<file path="config.mk">
export PLATFORM = sky130hd
export DESIGN_NAME = tl_top
export DESIGN_NICKNAME = d
export VERILOG_FILES = /design/src/design/tl_pkg.sv /design/src/design/tl_apb_regs.sv /design/src/design/tl_countdown.sv /design/src/design/tl_phase_seq.sv /design/src/design/tl_seg_scan.sv /design/src/design/tl_top.sv
export SDC_FILE = /design/constraint.sdc
export NUM_CORES = 1
export LEC_CHECK = 0
export ABC_AREA = 1
export ABC_CLOCK_PERIOD_IN_PS = 4700
export BUFFER_PORTS_ARGS = -buffer_cell sky130_fd_sc_hd__buf_4
export CAP_MARGIN = 40
export CORE_MARGIN = 5
export CORE_UTILIZATION = 57
export DETAILED_ROUTE_END_ITERATION = 16
export PLACE_DENSITY = 0.82
export SLEW_MARGIN = 20
export SYNTH_ARGS = -nofsm -noshare
export SYNTH_HDL_FRONTEND = slang
export SYNTH_HIERARCHICAL = 1
export SYNTH_SLANG_ARGS = --single-unit
</file>
<file path="constraint.sdc">
create_clock -name CLK_100Hz -period 4.7 [get_ports CLK_100Hz]
set_clock_uncertainty 0.2 [all_clocks]
set_input_delay 0.47 -clock CLK_100Hz [delete_from_list [all_inputs] [get_ports CLK_100Hz]]
set_output_delay 0.47 -clock CLK_100Hz [all_outputs]
set_load 0.01 [all_outputs]
</file>
<file path="src/design/tl_pkg.sv">
`default_nettype none

package tl_pkg;

	localparam int APB_ADDR_W = 4;
	localparam int APB_DATA_W = 8;
	localparam int LEN_W = 4;
	localparam int DIGIT_W = 4;
	localparam int SEG_W = 8;
	localparam int COM_W = 4;

	localparam logic [LEN_W-1:0] LEN_MIN = 4'd1;
	localparam logic [LEN_W-1:0] LEN_MAX = 4'd9;
	localparam logic [LEN_W-1:0] DEFAULT_LEN = 4'd5;
	localparam int CENTI_MAX = 99; // Hundredths reload
	localparam logic [SEG_W-1:0] SEG_ZERO = 8'b1111_1100; // Segments a to f lit

	typedef enum logic [1:0]
	{
		PH_IDLE = 2'd0,
		PH_1    = 2'd1,
		PH_2    = 2'd2,
		PH_3    = 2'd3
	} phase_e;

	typedef enum logic [APB_ADDR_W-1:0]
	{
		REG_CTRL = 4'h0,
		REG_LEN1 = 4'h4,
		REG_LEN2 = 4'h8,
		REG_LEN3 = 4'hC
	} reg_addr_e;

	// Pattern is a..g from the MSB down, decimal point in bit 0
	function automatic logic [SEG_W-1:0] seg_encode(input logic [DIGIT_W-1:0] digit,
		input logic dp);
		logic [SEG_W-2:0] abcdefg;
		case (digit)
			4'd0: abcdefg = 7'b1111110;
			4'd1: abcdefg = 7'b0110000;
			4'd2: abcdefg = 7'b1101101;
			4'd3: abcdefg = 7'b1111001;
			4'd4: abcdefg = 7'b0110011;
			4'd5: abcdefg = 7'b1011011;
			4'd6: abcdefg = 7'b1011111;
			4'd7: abcdefg = 7'b1110000;
			4'd8: abcdefg = 7'b1111111;
			4'd9: abcdefg = 7'b1111011;
			default: abcdefg = 7'b0000001; // Dash on a non-BCD code
		endcase
		return {abcdefg, dp};
	endfunction

endpackage

`default_nettype wire

</file>
<file path="src/design/tl_apb_regs.sv">
`timescale 1ns/1ps
`default_nettype none

module tl_apb_regs
	import tl_pkg::*;
(
	input wire CLK_100Hz,
	input wire RSTN,
	input wire psel,
	input wire penable,
	input wire pwrite,
	input wire [APB_ADDR_W-1:0] paddr,
	input wire [APB_DATA_W-1:0] pwdata,
	output logic [APB_DATA_W-1:0] prdata,
	output logic pready,
	output logic pslverr,
	output logic run,
	output logic [LEN_W-1:0] len1,
	output logic [LEN_W-1:0] len2,
	output logic [LEN_W-1:0] len3
);

	reg_addr_e addr;
	logic access;
	logic len_ok;
	logic err;

	assign addr = reg_addr_e'(paddr);
	assign access = psel && penable;
	assign len_ok = (pwdata >= APB_DATA_W'(LEN_MIN)) && (pwdata <= APB_DATA_W'(LEN_MAX));
	assign pready = 1'b1; // No wait states
	assign pslverr = access && err;

	always_comb
	begin
		prdata = '0;
		err = 1'b0;
		case (addr)
			REG_CTRL: prdata = APB_DATA_W'(run);
			REG_LEN1:
			begin
				prdata = APB_DATA_W'(len1);
				err = pwrite && !len_ok;
			end
			REG_LEN2:
			begin
				prdata = APB_DATA_W'(len2);
				err = pwrite && !len_ok;
			end
			REG_LEN3:
			begin
				prdata = APB_DATA_W'(len3);
				err = pwrite && !len_ok;
			end
			default: err = 1'b1; // Unmapped
		endcase
	end

	always_ff @(posedge CLK_100Hz)
	begin
		if (!RSTN)
		begin
			run <= 1'b0;
			len1 <= DEFAULT_LEN;
			len2 <= DEFAULT_LEN;
			len3 <= DEFAULT_LEN;
		end
		else if (access && pwrite && !err)
		begin
			case (addr)
				REG_CTRL: run <= pwdata[0];
				REG_LEN1: len1 <= pwdata[LEN_W-1:0];
				REG_LEN2: len2 <= pwdata[LEN_W-1:0];
				REG_LEN3: len3 <= pwdata[LEN_W-1:0];
				default: run <= run;
			endcase
		end
	end

	a_pready_high: assert property (@(posedge CLK_100Hz) disable iff (!RSTN) pready);

	a_err_in_access: assert property (@(posedge CLK_100Hz) disable iff (!RSTN)
		$rose(pslverr) |-> psel && penable);

endmodule

`default_nettype wire

</file>
<file path="src/design/tl_countdown.sv">
`timescale 1ns/1ps
`default_nettype none

module tl_countdown
	import tl_pkg::*;
(
	input wire CLK_100Hz,
	input wire RSTN,
	input wire start,
	input wire [LEN_W-1:0] len_sec,
	input wire tick,
	input wire clear,
	output logic expire,
	output logic [DIGIT_W-1:0] sec_digit,
	output logic [DIGIT_W-1:0] tens_digit,
	output logic [DIGIT_W-1:0] ones_digit
);

	assign expire = tick && (sec_digit == '0) && (tens_digit == '0) && (ones_digit == '0);

	always_ff @(posedge CLK_100Hz)
	begin
		if (!RSTN)
		begin
			sec_digit <= '0;
			tens_digit <= '0;
			ones_digit <= '0;
		end
		else if (start)
		begin
			sec_digit <= DIGIT_W'(len_sec) - 1'b1; // Phase runs (len-1).99 down to 0.00
			tens_digit <= DIGIT_W'(CENTI_MAX / 10);
			ones_digit <= DIGIT_W'(CENTI_MAX % 10);
		end
		else if (clear)
		begin
			sec_digit <= '0;
			tens_digit <= '0;
			ones_digit <= '0;
		end
		else if (tick && !expire)
		begin
			if (ones_digit != '0)
				ones_digit <= ones_digit - 1'b1;
			else
			begin
				ones_digit <= DIGIT_W'(CENTI_MAX % 10); // Borrow from tens
				if (tens_digit != '0)
					tens_digit <= tens_digit - 1'b1;
				else
				begin
					tens_digit <= DIGIT_W'(CENTI_MAX / 10);
					sec_digit <= sec_digit - 1'b1;
				end
			end
		end
	end

	a_bcd_range: assert property (@(posedge CLK_100Hz) disable iff (!RSTN)
		(sec_digit <= 4'd9) && (tens_digit <= 4'd9) && (ones_digit <= 4'd9));

endmodule

`default_nettype wire

</file>
<file path="src/design/tl_phase_seq.sv">
`timescale 1ns/1ps
`default_nettype none

module tl_phase_seq
	import tl_pkg::*;
(
	input wire CLK_100Hz,
	input wire RSTN,
	input wire run,
	input wire [LEN_W-1:0] len1,
	input wire [LEN_W-1:0] len2,
	input wire [LEN_W-1:0] len3,
	input wire stop,
	input wire btn1,
	input wire btn2,
	input wire btn3,
	input wire expire,
	output logic start,
	output logic [LEN_W-1:0] len_sec,
	output logic tick,
	output logic clear,
	output logic l1_r,
	output logic l1_g,
	output logic l2_r,
	output logic l2_g,
	output logic l3_r,
	output logic l3_g
);

	phase_e ph;
	phase_e nxt;

	always_comb
	begin
		nxt = ph;
		start = 1'b0;
		if (!run)
			nxt = PH_IDLE;
		else if (!stop)
		begin
			start = 1'b1;
			if (ph == PH_IDLE)
				nxt = PH_1;
			else if (btn1)
				nxt = PH_1; // Buttons restart the named phase
			else if (btn2)
				nxt = PH_2;
			else if (btn3)
				nxt = PH_3;
			else if (expire)
			begin
				case (ph)
					PH_1: nxt = PH_2;
					PH_2: nxt = PH_3;
					default: nxt = PH_1;
				endcase
			end
			else
				start = 1'b0;
		end
	end

	always_comb
	begin
		case (nxt)
			PH_2: len_sec = len2;
			PH_3: len_sec = len3;
			default: len_sec = len1;
		endcase
	end

	assign tick = (ph != PH_IDLE) && !stop;
	assign clear = (ph == PH_IDLE);

	always_ff @(posedge CLK_100Hz)
	begin
		if (!RSTN)
		begin
			ph <= PH_IDLE;
			{l1_r, l1_g, l2_r, l2_g, l3_r, l3_g} <= 6'b11_11_11; // Lamp test
		end
		else
		begin
			ph <= nxt;
			case (nxt)
				PH_1: {l1_r, l1_g, l2_r, l2_g, l3_r, l3_g} <= 6'b10_01_10;
				PH_2: {l1_r, l1_g, l2_r, l2_g, l3_r, l3_g} <= 6'b10_10_01;
				PH_3: {l1_r, l1_g, l2_r, l2_g, l3_r, l3_g} <= 6'b01_10_10;
				default: {l1_r, l1_g, l2_r, l2_g, l3_r, l3_g} <= 6'b11_11_11;
			endcase
		end
	end

	a_one_green: assert property (@(posedge CLK_100Hz) disable iff (!RSTN)
		(ph != PH_IDLE) |-> $onehot0({l1_g, l2_g, l3_g}));

	a_no_start_in_stop: assert property (@(posedge CLK_100Hz) disable iff (!RSTN)
		stop |-> !start);

endmodule

`default_nettype wire

</file>
<file path="src/design/tl_seg_scan.sv">
`timescale 1ns/1ps
`default_nettype none

module tl_seg_scan
	import tl_pkg::*;
(
	input wire CLK_100Hz,
	input wire RSTN,
	input wire [DIGIT_W-1:0] sec_digit,
	input wire [DIGIT_W-1:0] tens_digit,
	input wire [DIGIT_W-1:0] ones_digit,
	output logic [COM_W-1:0] seg_com,
	output logic [SEG_W-1:0] seg_data
);

	logic [1:0] scan;

	// Common anode, so the selected digit is driven low
	always_ff @(posedge CLK_100Hz)
	begin
		if (!RSTN)
		begin
			scan <= 2'd0;
			seg_com <= '1;
			seg_data <= '0;
		end
		else
		begin
			scan <= scan + 1'b1;
			case (scan)
				2'd0:
				begin
					seg_com <= 4'b0111;
					seg_data <= SEG_ZERO; // Tens of seconds never used
				end
				2'd1:
				begin
					seg_com <= 4'b1011;
					seg_data <= seg_encode(sec_digit, 1'b1);
				end
				2'd2:
				begin
					seg_com <= 4'b1101;
					seg_data <= seg_encode(tens_digit, 1'b0);
				end
				default:
				begin
					seg_com <= 4'b1110;
					seg_data <= seg_encode(ones_digit, 1'b0);
				end
			endcase
		end
	end

endmodule

`default_nettype wire

</file>
<file path="src/design/tl_top.sv">
`timescale 1ns/1ps
`default_nettype none

module tl_top
	import tl_pkg::*;
(
	input wire CLK_100Hz,
	input wire RSTN,
	input wire psel,
	input wire penable,
	input wire pwrite,
	input wire [APB_ADDR_W-1:0] paddr,
	input wire [APB_DATA_W-1:0] pwdata,
	output logic [APB_DATA_W-1:0] prdata,
	output logic pready,
	output logic pslverr,
	input wire stop,
	input wire btn1,
	input wire btn2,
	input wire btn3,
	output logic l1_r,
	output logic l1_g,
	output logic l2_r,
	output logic l2_g,
	output logic l3_r,
	output logic l3_g,
	output logic [COM_W-1:0] seg_com,
	output logic [SEG_W-1:0] seg_data
);

	logic run;
	logic [LEN_W-1:0] len1;
	logic [LEN_W-1:0] len2;
	logic [LEN_W-1:0] len3;
	logic start;
	logic [LEN_W-1:0] len_sec;
	logic tick;
	logic clear;
	logic expire;
	logic [DIGIT_W-1:0] sec_digit;
	logic [DIGIT_W-1:0] tens_digit;
	logic [DIGIT_W-1:0] ones_digit;

	tl_apb_regs u_regs (
		.CLK_100Hz(CLK_100Hz), .RSTN(RSTN),
		.psel(psel), .penable(penable), .pwrite(pwrite),
		.paddr(paddr), .pwdata(pwdata),
		.prdata(prdata), .pready(pready), .pslverr(pslverr),
		.run(run), .len1(len1), .len2(len2), .len3(len3)
	);

	tl_phase_seq u_seq (
		.CLK_100Hz(CLK_100Hz), .RSTN(RSTN),
		.run(run), .len1(len1), .len2(len2), .len3(len3),
		.stop(stop), .btn1(btn1), .btn2(btn2), .btn3(btn3),
		.expire(expire),
		.start(start), .len_sec(len_sec), .tick(tick), .clear(clear),
		.l1_r(l1_r), .l1_g(l1_g), .l2_r(l2_r), .l2_g(l2_g),
		.l3_r(l3_r), .l3_g(l3_g)
	);

	tl_countdown u_cnt (
		.CLK_100Hz(CLK_100Hz), .RSTN(RSTN),
		.start(start), .len_sec(len_sec), .tick(tick), .clear(clear),
		.expire(expire),
		.sec_digit(sec_digit), .tens_digit(tens_digit), .ones_digit(ones_digit)
	);

	tl_seg_scan u_scan (
		.CLK_100Hz(CLK_100Hz), .RSTN(RSTN),
		.sec_digit(sec_digit), .tens_digit(tens_digit), .ones_digit(ones_digit),
		.seg_com(seg_com), .seg_data(seg_data)
	);

endmodule

`default_nettype wire

</file>
Word level (Yosys, flattened, before mapping)
Memory sizes are Yosys's and may differ from the RTL's. A register that Yosys moved wholly into a read port is not among the register bits. Index checks and enable logic that the tools add are counted.

$add $sub $neg: 5. Magnitude comparators: 2. Equal/unequal tests: 12. Multiplexer cells: 42. Bitwise operators: 2. Reduce and logical (&&, ||, !) cells: 37.

Operator list (number): 2-to-1 mux 4 bit (16); one-hot mux 8 bit (3 select lines) (1); logical NOT 4 bit (4); one-hot mux 4 bit (4 select lines) (1); subtractor 4 x 1 -> 4 bit, second input constant (4); 2-to-1 mux 2 bit (7); 2-to-1 mux 1 bit (13); one-hot mux 4 bit (3 select lines) (1); AND reduction 2 bit (6); logical AND 1 bit (11); equality test 2 bit, second input constant (4); equality test 4 bit, second input constant (2); >= comparator 8 x 1 -> 1 bit, second input constant (1); <= comparator 8 x 4 -> 1 bit, second input constant (1); one-hot mux 4 bit (2 select lines) (1); nonzero test 4 bit (2); equality test 2 x 1 -> 1 bit, second input constant (3); inequality test 3 bit, second input constant (2); OR reduction 2 bit (3); OR reduction 3 bit (2); equality test 4 x 3 -> 1 bit, second input constant (1); logical NOT 1 bit (4); logical NOT 2 bit (2); one-hot mux 2 bit (2 select lines) (1); other kinds (6) (7).

Bits in registers: 47. Memory bits (read-only): 336. Bits of input ports: 21. Output and inout bits: 28. Word-level logic and storage cells: 122. Memories kept: 3.

Memory list: (name not given) (words 16, bits a word 7, rd ports 1, clocked after Yosys merged registers in 1, wr ports 0, RTL line tl_pkg.sv:38) `case (digit)`; (name not given) (words 16, bits a word 7, rd ports 1, clocked after Yosys merged registers in 0, wr ports 0, RTL line tl_pkg.sv:38); (name not given) (words 16, bits a word 7, rd ports 1, clocked after Yosys merged registers in 0, wr ports 0, RTL line tl_pkg.sv:38).

Logic depth before layout (Yosys ltp)
Gate-level depths: netlist of the first run.

Depth after elaboration: 18. Depth in mapped cells: 29. Gate-level depth less buffers: 28.

Cells and area by module
Netlist of the first run, hierarchy kept.

Modules (own cells, without submodules): tl_seg_scan (instances 1, cells an instance 154, area each 1091.0 µm², sequential area each 280.3 µm²); tl_countdown (instances 1, cells an instance 133, area each 878.3 µm², sequential area each 240.2 µm²); tl_apb_regs (instances 1, cells an instance 125, area each 809.5 µm², sequential area each 260.2 µm²); tl_phase_seq (instances 1, cells an instance 66, area each 460.4 µm², sequential area each 160.2 µm²).

Least setup slack after synthesis of the first run
No wires, ideal clock.

Path type: reg-to-reg. Start: register u_seq.ph[0]. End: register u_cnt.sec_digit[2]. Library setup time: 0.113 ns. Arrival time: 2.988 ns. Data required time: 4.387 ns. Path slack: 1.399 ns. Stages on the path, launching flop included: 30. Path buffers: 1. Clock period less this slack: 3.301 ns. Cell sequence: dfxtp_1 -> inv_1 -> ha_1 -> nor2_1 -> buf_6 -> nand2_4 -> inv_2 -> nand2_2 -> nor2_4 -> nand2_4 -> inv_1 -> inv_2 -> nand2_1 -> nand3_1 -> nand2_1 -> nand2_1 -> nand2_2 -> inv_1 -> ha_1 -> nor2_1 -> a22oi_1 -> nand2_1 -> inv_1 -> ha_1 -> xnor2_1 -> o22ai_1 -> inv_1 -> nand2_1 -> nand2_1 -> nor2_1.

Elaborated cells on any way between the ends: 35. Classes of those cells: 1 x add/sub; 6 x eq/ne; 18 x mux; 10 x reduce/logical.

RTL lines: from (decl) (RTL line tl_phase_seq.sv:30) `phase_e ph;`; from (signal assigned) (RTL line tl_phase_seq.sv:84) `ph <= nxt;`; logical NOT 2 bit * (RTL line tl_phase_seq.sv:73) `assign clear = (ph == PH_IDLE);`; via clear (RTL line tl_top.sv:38) `logic clear;`; 2-to-1 mux 2 bit * (RTL line tl_phase_seq.sv:42) `if (ph == PH_IDLE)`; 2-to-1 mux 2 bit * (RTL line tl_phase_seq.sv:39) `else if (!stop)`; 2-to-1 mux 2 bit * (RTL line tl_phase_seq.sv:37) `if (!run)`; via u_seq.nxt[1] (RTL line tl_phase_seq.sv:31) `phase_e nxt;`; equality test 2 bit (RTL line tl_phase_seq.sv:65) `case (nxt)`; one-hot mux 4 bit (2 select lines) * (RTL line tl_phase_seq.sv:65); via len_sec[0] (RTL line tl_top.sv:36) `logic [LEN_W-1:0] len_sec;`; subtractor 4 x 1 -> 4 bit * (RTL line tl_countdown.sv:31) `sec_digit <= DIGIT_W'(len_sec) - 1'b1;`; 2-to-1 mux 4 bit * (RTL line tl_countdown.sv:29) `else if (start)`; to (signal assigned) (RTL line tl_countdown.sv:31); to (signal assigned) (RTL line tl_countdown.sv:53) `sec_digit <= sec_digit - 1'b1;`; to (decl) (RTL line tl_countdown.sv:14) `output logic [DIGIT_W-1:0] sec_digit,`.

The timed path passes the listed nets; every way through them passes the cells marked *. A chain may end at the register's enable or synchronous reset.

Worst setup path in the final report of the first run
Ends and elaborated chain as after synthesis.

==> key figures, run 1 <==
Worst setup path
  – Crit path buffers/inverters: 8
  – RR Endpoint: u_cnt/sec_digit[2]
  – FF-to-FF setup slack: 0.99 ns
  – Reg-to-Reg Start: u_seq/ph[0]
  – Crit path required time: 4.74 ns
  – Most used cell along the critical path: nand2_1
  – R2r worst-path depth: 29
  – Critical path's top delay family: simple AND/OR/NAND/NOR gates
  – Crit. End Element: register
  – Setup Crit Path Kind: reg -> reg
  – CP peak stage delay: 0.37 ns
  – CP Launch Type: register
  – Arrival time worst endpoint: 3.75 ns
  – CP max-delay cell: dfxtp_1
  – Crit Path Max Fanout: 9

Clock tree
  – Clk slew on worst S/H paths: 0.09 ns
  – H-Tree Depth: 2
  – # hold bufs at CTS: 0
  – Post-CTS sizing: 0
  – TritonCTS clock tree: yes
  – Worst-skew pair later-pin latency: 0.30 ns
  – Max clock buf depth: 2
  – Postcts setup bufs: 0
  – CTS Buf Count: 5
  – Clock root buffer: clkbuf_8
  – CTS Sinks: 47

Timing
  – Unrepaired setup endpoints after global routing: no
  – Setup TNS Final: 0 ns
  – Worst slew pin tran: 0.765 ns
  – Hold Vio Cnt, Final: 0
  – Peak Freq: 270 MHz
  – Final setup viols: 0
  – Fin crit share: 0.789
  – Hold WS: 0.232 ns
  – Count of pins over their slew limit: 0
  – Slew headroom: 0.488
  – Fin crit period: 3.71 ns
  – Post-route setup slack: 0.991 ns

Placement
  – Placed cell areas: 3590 um^2
  – Placed cells: 588
  – GP Congestion: 0.868
  – Number of port buffers: 43
  – Setup slack at placement: 1.04 ns
  – Dpl hpwl: 5470 um

Power and ir drop
  – Internal: 568 uW
  – Sw power: 197 uW
  – PD cells: 208 nW/um^2
  – Leakage: 0.00181 uW
  – Switching part of the total power: 0.258
  – Seq pwr share: 0.541
  – Combinational share of power: 0.133
  – Clock group share of total power: 0.325
  – Worst VDD drop: 0.165 mV

Global route
  – Most Crowded Layer GR: met2
  – Met1 GRT Util: 0.230
  – Initial antenna violation count: 0
  – Vias in the first global route: 3058
  – First-pass GRT wire length: 12500 um
  – GRT overflow: 0
  – Largest net degree at the start of global routing: 39
  – Met2 Resource Use GR: 0.369
  – Global-route usage over all layers: 0.205
  – Met3 GRT Util: 0.0379

Route
  – DRC Markers: 0
  – Wirelength per Cell: 12.1 um
  – Antenna Violating Nets Remaining: 0
  – Via count normalized by instance count: 5.17
  – Drt initial violations: 170
  – First-pass iteration count of the detailed router: 6
  – Total wire length: 7190 um
  – Via count: 3079

Synth
  – Synthesized area: 3240 um^2
  – Synth unique cells: 38
  – Synth Register Bits: 47
  – Sequential area share after synthesis: 0.290
  – Yosys Warn Count: 6
  – Avg Cell Area, Syn: 6.78 um^2
  – Mapped Cells: 478

Finish
  – Final net count: 574
  – Most frequent cells in the layout: nand2_1, inv_1, nor2_1, dfxtp_1
  – Commonest non-fill, non-tap cell in the layout: nand2_1
  – Post-Layout Cell Count: 595
  – Final instance area: 3680 um^2
  – Share of layout cells above drive strength 1: 0.174
  – Layout area overhead: 13.7%
  – Antenna diode count: 0

Floorplanning
  – Die H: 85.4 um
  – I/O Pins: 49
  – Initial Util: 0.588
  – DIE AREA: 7290 um^2
  – Core area: 5510 um^2
  – DIE WIDTH: 85.4 um
  – Row count: 27

Min path
  – Worst hold path endpoint: u_regs/len3[3]
  – Hold Path Origin: pwdata[3]
  – HP Class: in -> reg
  – Hold depth: 3

Outcome
  – Outcome: finished, final reports clean

Flow run
  – Total of max-cap violations: 0
## worst max path at each step
stage                     start                 end  slack [ns]  cells after the start
floorplan           u_seq/ph[0]  u_cnt/sec_digit[2]        1.40                     29
global placement    u_seq/ph[0]  u_cnt/sec_digit[2]        1.24                     29
detailed placement  u_seq/ph[0]  u_cnt/sec_digit[2]        1.04                     29
CTS                 u_seq/ph[0]  u_cnt/sec_digit[2]        1.01                     29
global route        u_seq/ph[0]  u_cnt/sec_digit[2]        0.54                     29
finish              u_seq/ph[0]  u_cnt/sec_digit[2]        0.99                     29
## synthesized netlist by cell type
library cell	number	area (um^2)
a22oi_1	4	30.0
a31oi_1	1	6.26
nor3_2	1	10.0
nand4_4	1	21.3
nand4_2	2	25.0
or2_1	2	12.5
dfxtp_1	47	941
buf_4	5	37.5
clkinv_2	1	5.00
xnor2_1	1	8.76
nand3_1	44	220
nor2_2	6	37.5
or2_2	1	6.26
a21oi_1	12	60.1
nand2_4	4	45.0
inv_4	1	6.26
nor2_1	55	206
o21ai_1	8	40.0
o2111ai_1	1	8.76
ha_1	30	375
conb_1	2	7.51
nor3_4	2	32.5
inv_1	74	278
or2_4	1	8.76
buf_6	3	33.8
o21ai_0	11	55.1
nor3_1	1	5.00
o22ai_1	3	18.8
nand2_1	113	424
nand2_2	6	37.5
xor2_1	2	17.5
nand3_2	1	10.0
nor2_4	3	33.8
nand4_1	14	87.6
nand3_4	1	17.5
buf_2	1	5.00
o211ai_1	4	30.0
inv_2	9	33.8
## flip-flops by register name, summed over array words and instances, names as in the netlist, 4 cells and up
signal,cells
u_cnt/ones_digit,4
u_cnt/sec_digit,4
u_cnt/tens_digit,4
u_regs/len1,4
u_regs/len2,4
u_regs/len3,4
u_scan/seg_com,4
u_scan/seg_data,8
## worst min-delay path, stage by stage
cell	delay [ns]
buf_4	0.11
nor2_1	0.04
nor2_1	0.08
## cells by family (layout without fill, tap and decap cells)
family                     after synthesis  after routing  synth area share
and+or+nand+nor                        258            258             0.383
DFF                                     47             47             0.290
adders and majority gates               30             30             0.116
AOI/OAI and AO/OA                       44             44            0.0769
buffers and inverters                   94            136             0.123
other                                    2              5           0.00232
xor gates and xnor gates                 3              3           0.00811
## cell type report
| type | count | area [um^2] |
|---|---|---|
| multi-input cells | 340 | 1910 |
| inverters | 85 | 323 |
| fillers | 509 | 1820 |
| well taps | 72 | 90.1 |
| clock inverters | 1 | 5.00 |
| repair buffers | 44 | 330 |
| clock buffers | 6 | 82.6 |
| flip-flops and latches | 47 | 941 |
## per-stage QoR
step	total power [uW]	util
final	765	0.669
after global routing	799	0.669
after CTS	770	0.669
after detailed placement	525	0.653
after global placement	523	0.653
after floorplan	483	-
## power groups by stage
stage	Sequential [uW]	Combinational (uW)	Clock [uW]
finish	414	102	249
detailed placement	423	102	0
floorplan	427	55.5	0
global route	416	115	268
global placement	423	99.8	0
CTS	414	102	254
## per-layer routing
layer / wire [um] / share of wire / vias to the layer above
met1: 2980 / 0.41 / 1349
met5: 0 / 0 / -
met3: 497 / 0.069 / 24
met4: 206 / 0.029 / 0
li1: - / - / 1583
met2: 3510 / 0.49 / 123
Power figures use the tool's default switching activity.
==> run 2, diff against run 1 <==
ABC_CLOCK_PERIOD_IN_PS = 3900   (was 4700)
clock period = 3.9 ns   (was 4.7 ns; I/O delays follow)
==> key figures, run 2 (same netlist as run 1, synthesis figures left out) <==
Power and ir drop
  – Leakage: 0.00181 uW (+0.28%)
  – Total power: 941 uW (+23%)
  – PD cells: 254 nW/um^2 (+23%)
  – Worst VDD drop: 0.201 mV (+22%)

Route
  – Via count: 3090 (+0.36%)
  – Wirelength per Cell: 12.0 um (-0.97%)
  – Drt initial violations: 169 (-0.59%)
  – First-pass iteration count of the detailed router: 4 (-2)
  – Antenna Violating Nets Remaining: 0 (unchanged)
  – DRC Markers: 0 (unchanged)
  – Total wire length: 7130 um (-0.81%)
  – Via count normalized by instance count: 5.18 (+0.19%)

Placement
  – Number of port buffers: 43 (unchanged)
  – GP Congestion: 0.871 (+0.32%)
  – Dpl hpwl: 5430 um (-0.82%)

Global route
  – Initial antenna violation count: 0 (unchanged)
  – First-pass GRT wire length: 12000 um (-4.0%)
  – Vias in the first global route: 2843 (-7.0%)
  – Met1 GRT Util: 0.235 (+0.00542)
  – Global-route usage over all layers: 0.197 (-0.00798)
  – Met3 GRT Util: 0.0427 (+0.00485)
  – Most Crowded Layer GR: met2
  – Largest net degree at the start of global routing: 39 (unchanged)
  – Met2 Resource Use GR: 0.338 (-0.0304)
  – GRT overflow: 0 (unchanged)

Floorplanning
  – Initial Util: 0.588 (unchanged)
  – I/O Pins: 49 (unchanged)
  – Die H: 85.4 um (unchanged)
  – Core area: 5510 um^2 (unchanged)
  – Row count: 27 (unchanged)
  – DIE WIDTH: 85.4 um (unchanged)
  – DIE AREA: 7290 um^2 (unchanged)

Worst setup path
  – Reg-to-Reg Start: u_seq/ph[0]
  – CP max-delay cell: dfxtp_1
  – Arrival time worst endpoint: 3.60 ns (-0.15 ns)
  – Setup Crit Path Kind: reg -> reg
  – Crit Path Max Fanout: 7 (-2)
  – Crit. End Element: register
  – CP peak stage delay: 0.36 ns (about the same)
  – Crit path required time: 3.90 ns (-0.84 ns)
  – Crit path launch: u_seq/ph[0]
  – CP Launch Type: register
  – Most used cell along the critical path: nand2_1

Finish
  – Layout area overhead: 14.2%
  – Number of flip-flops in the largest register: 8 (unchanged)
  – Biggest register: u_scan/seg_data
  – Filler Cells Inserted: 497 (-2.4%)
  – Share of layout cells above drive strength 1: 0.177 (+0.00348)
  – Most frequent cells in the layout: nand2_1, inv_1, nor2_1, dfxtp_1
  – Antenna diode count: 0 (unchanged)
  – Commonest non-fill, non-tap cell in the layout: nand2_1
  – Final net count: 574 (unchanged)

Timing
  – Count of pins over their slew limit: 0 (unchanged)
  – Slew headroom: 0.458 (-0.0301)
  – Peak Freq: 278 MHz (+3.0%)
  – Unrepaired setup endpoints after global routing: no
  – Setup TNS Final: 0 ns (unchanged)
  – Fin crit period: 3.60 ns (-0.110 ns)
  – Final setup viols: 0 (unchanged)
  – Fin crit share: 0.923 (+0.134)
  – Worst slew pin tran: 0.810 ns (+0.0450 ns)
  – Hold Vio Cnt, Final: 0 (unchanged)

Min path
  – HP Class: in -> reg
  – Hold Path Origin: pwdata[3]

Flow run
  – Total of max-cap violations: 0 (unchanged)

Clock tree
  – Clock root buffer: clkbuf_8
  – H-Tree Depth: 2 (unchanged)
  – Postcts setup bufs: 0 (unchanged)
  – TritonCTS clock tree: yes
  – Max clock buf depth: 2 (unchanged)
  – CTS Buf Count: 5 (unchanged)
  – Worst-skew pair later-pin latency: 0.30 ns (about the same)
  – CTS Sinks: 47 (unchanged)
  – Clk slew on worst S/H paths: 0.08 ns (about the same)

Outcome
  – Outcome: finished, final reports clean
## run 2: cell type report
cell class / count / area (um^2) / area share
Timing Repair Buffer: 44 / 330 / 0.0893
Multi-Input combinational cell: 340 / 1920 / 0.518
Tap cell: 72 / 90.1 / 0.0243
Clock buffer: 8 / 100 / 0.0271
Inverter: 85 / 323 / 0.0873
Sequential cell: 47 / 941 / 0.254
## run 2: final timing paths
| check | to | slack, ns | cells past startpoint |
|---|---|---|---|
| worst min-delay path | u_regs/len3[3] | 0.16 | 3 |
| worst min register to register | u_scan/scan[0] | 0.30 | 1 |
| worst max-delay path | u_cnt/sec_digit[2] | 0.30 | 28 |
| worst max register to register | u_cnt/sec_digit[2] | 0.30 | 28 |
## run 2: metal layers
metal,vias to the layer above,wire (um)
met3,19,398
met4,0,175
met5,-,0
met2,89,3460
met1,1396,3100
li1,1586,-
## run 2: stage by stage
step           hold WS (ns)  utilization  std cells  area (um^2)  setup slack (ns)
2_1_floorplan         0.248            -        481         3250             0.599
3_3_place_gp          0.266        0.653        588         3590             0.498
3_5_place_dp          0.277        0.653        588         3590             0.291
4_1_cts               0.148        0.671        596         3690             0.252
5_1_grt               0.167        0.672        596         3700            0.0338
6_report              0.161        0.672        596         3700             0.301
## run 2: critical path: cells and delay by family (launching register included)
kind / cells / cell delay (ns)
and+or+nand+nor: 15 / 1.33
DFF: 1 / 0.36
AOI/OAI and AO/OA: 2 / 0.18
adders and majority gates: 3 / 0.78
xor gates and xnor gates: 1 / 0.15
buffers and inverters: 7 / 0.51
## run 2: what timing repair did
item                                    in CTS  in global routing
hold endpoints to repair                     0                  0
endpoints found under the setup margin       0                  3
hold buffers                                 0                  0
gates resized for setup                      0                  2
## run 2: where the power goes
| part | switching, uW | internal (uW) | total (uW) |
|---|---|---|---|
| clock network | 157 | 162 | 319 |
| logic | 71.5 | 51.7 | 123 |
| registers | 5.62 | 493 | 498 |
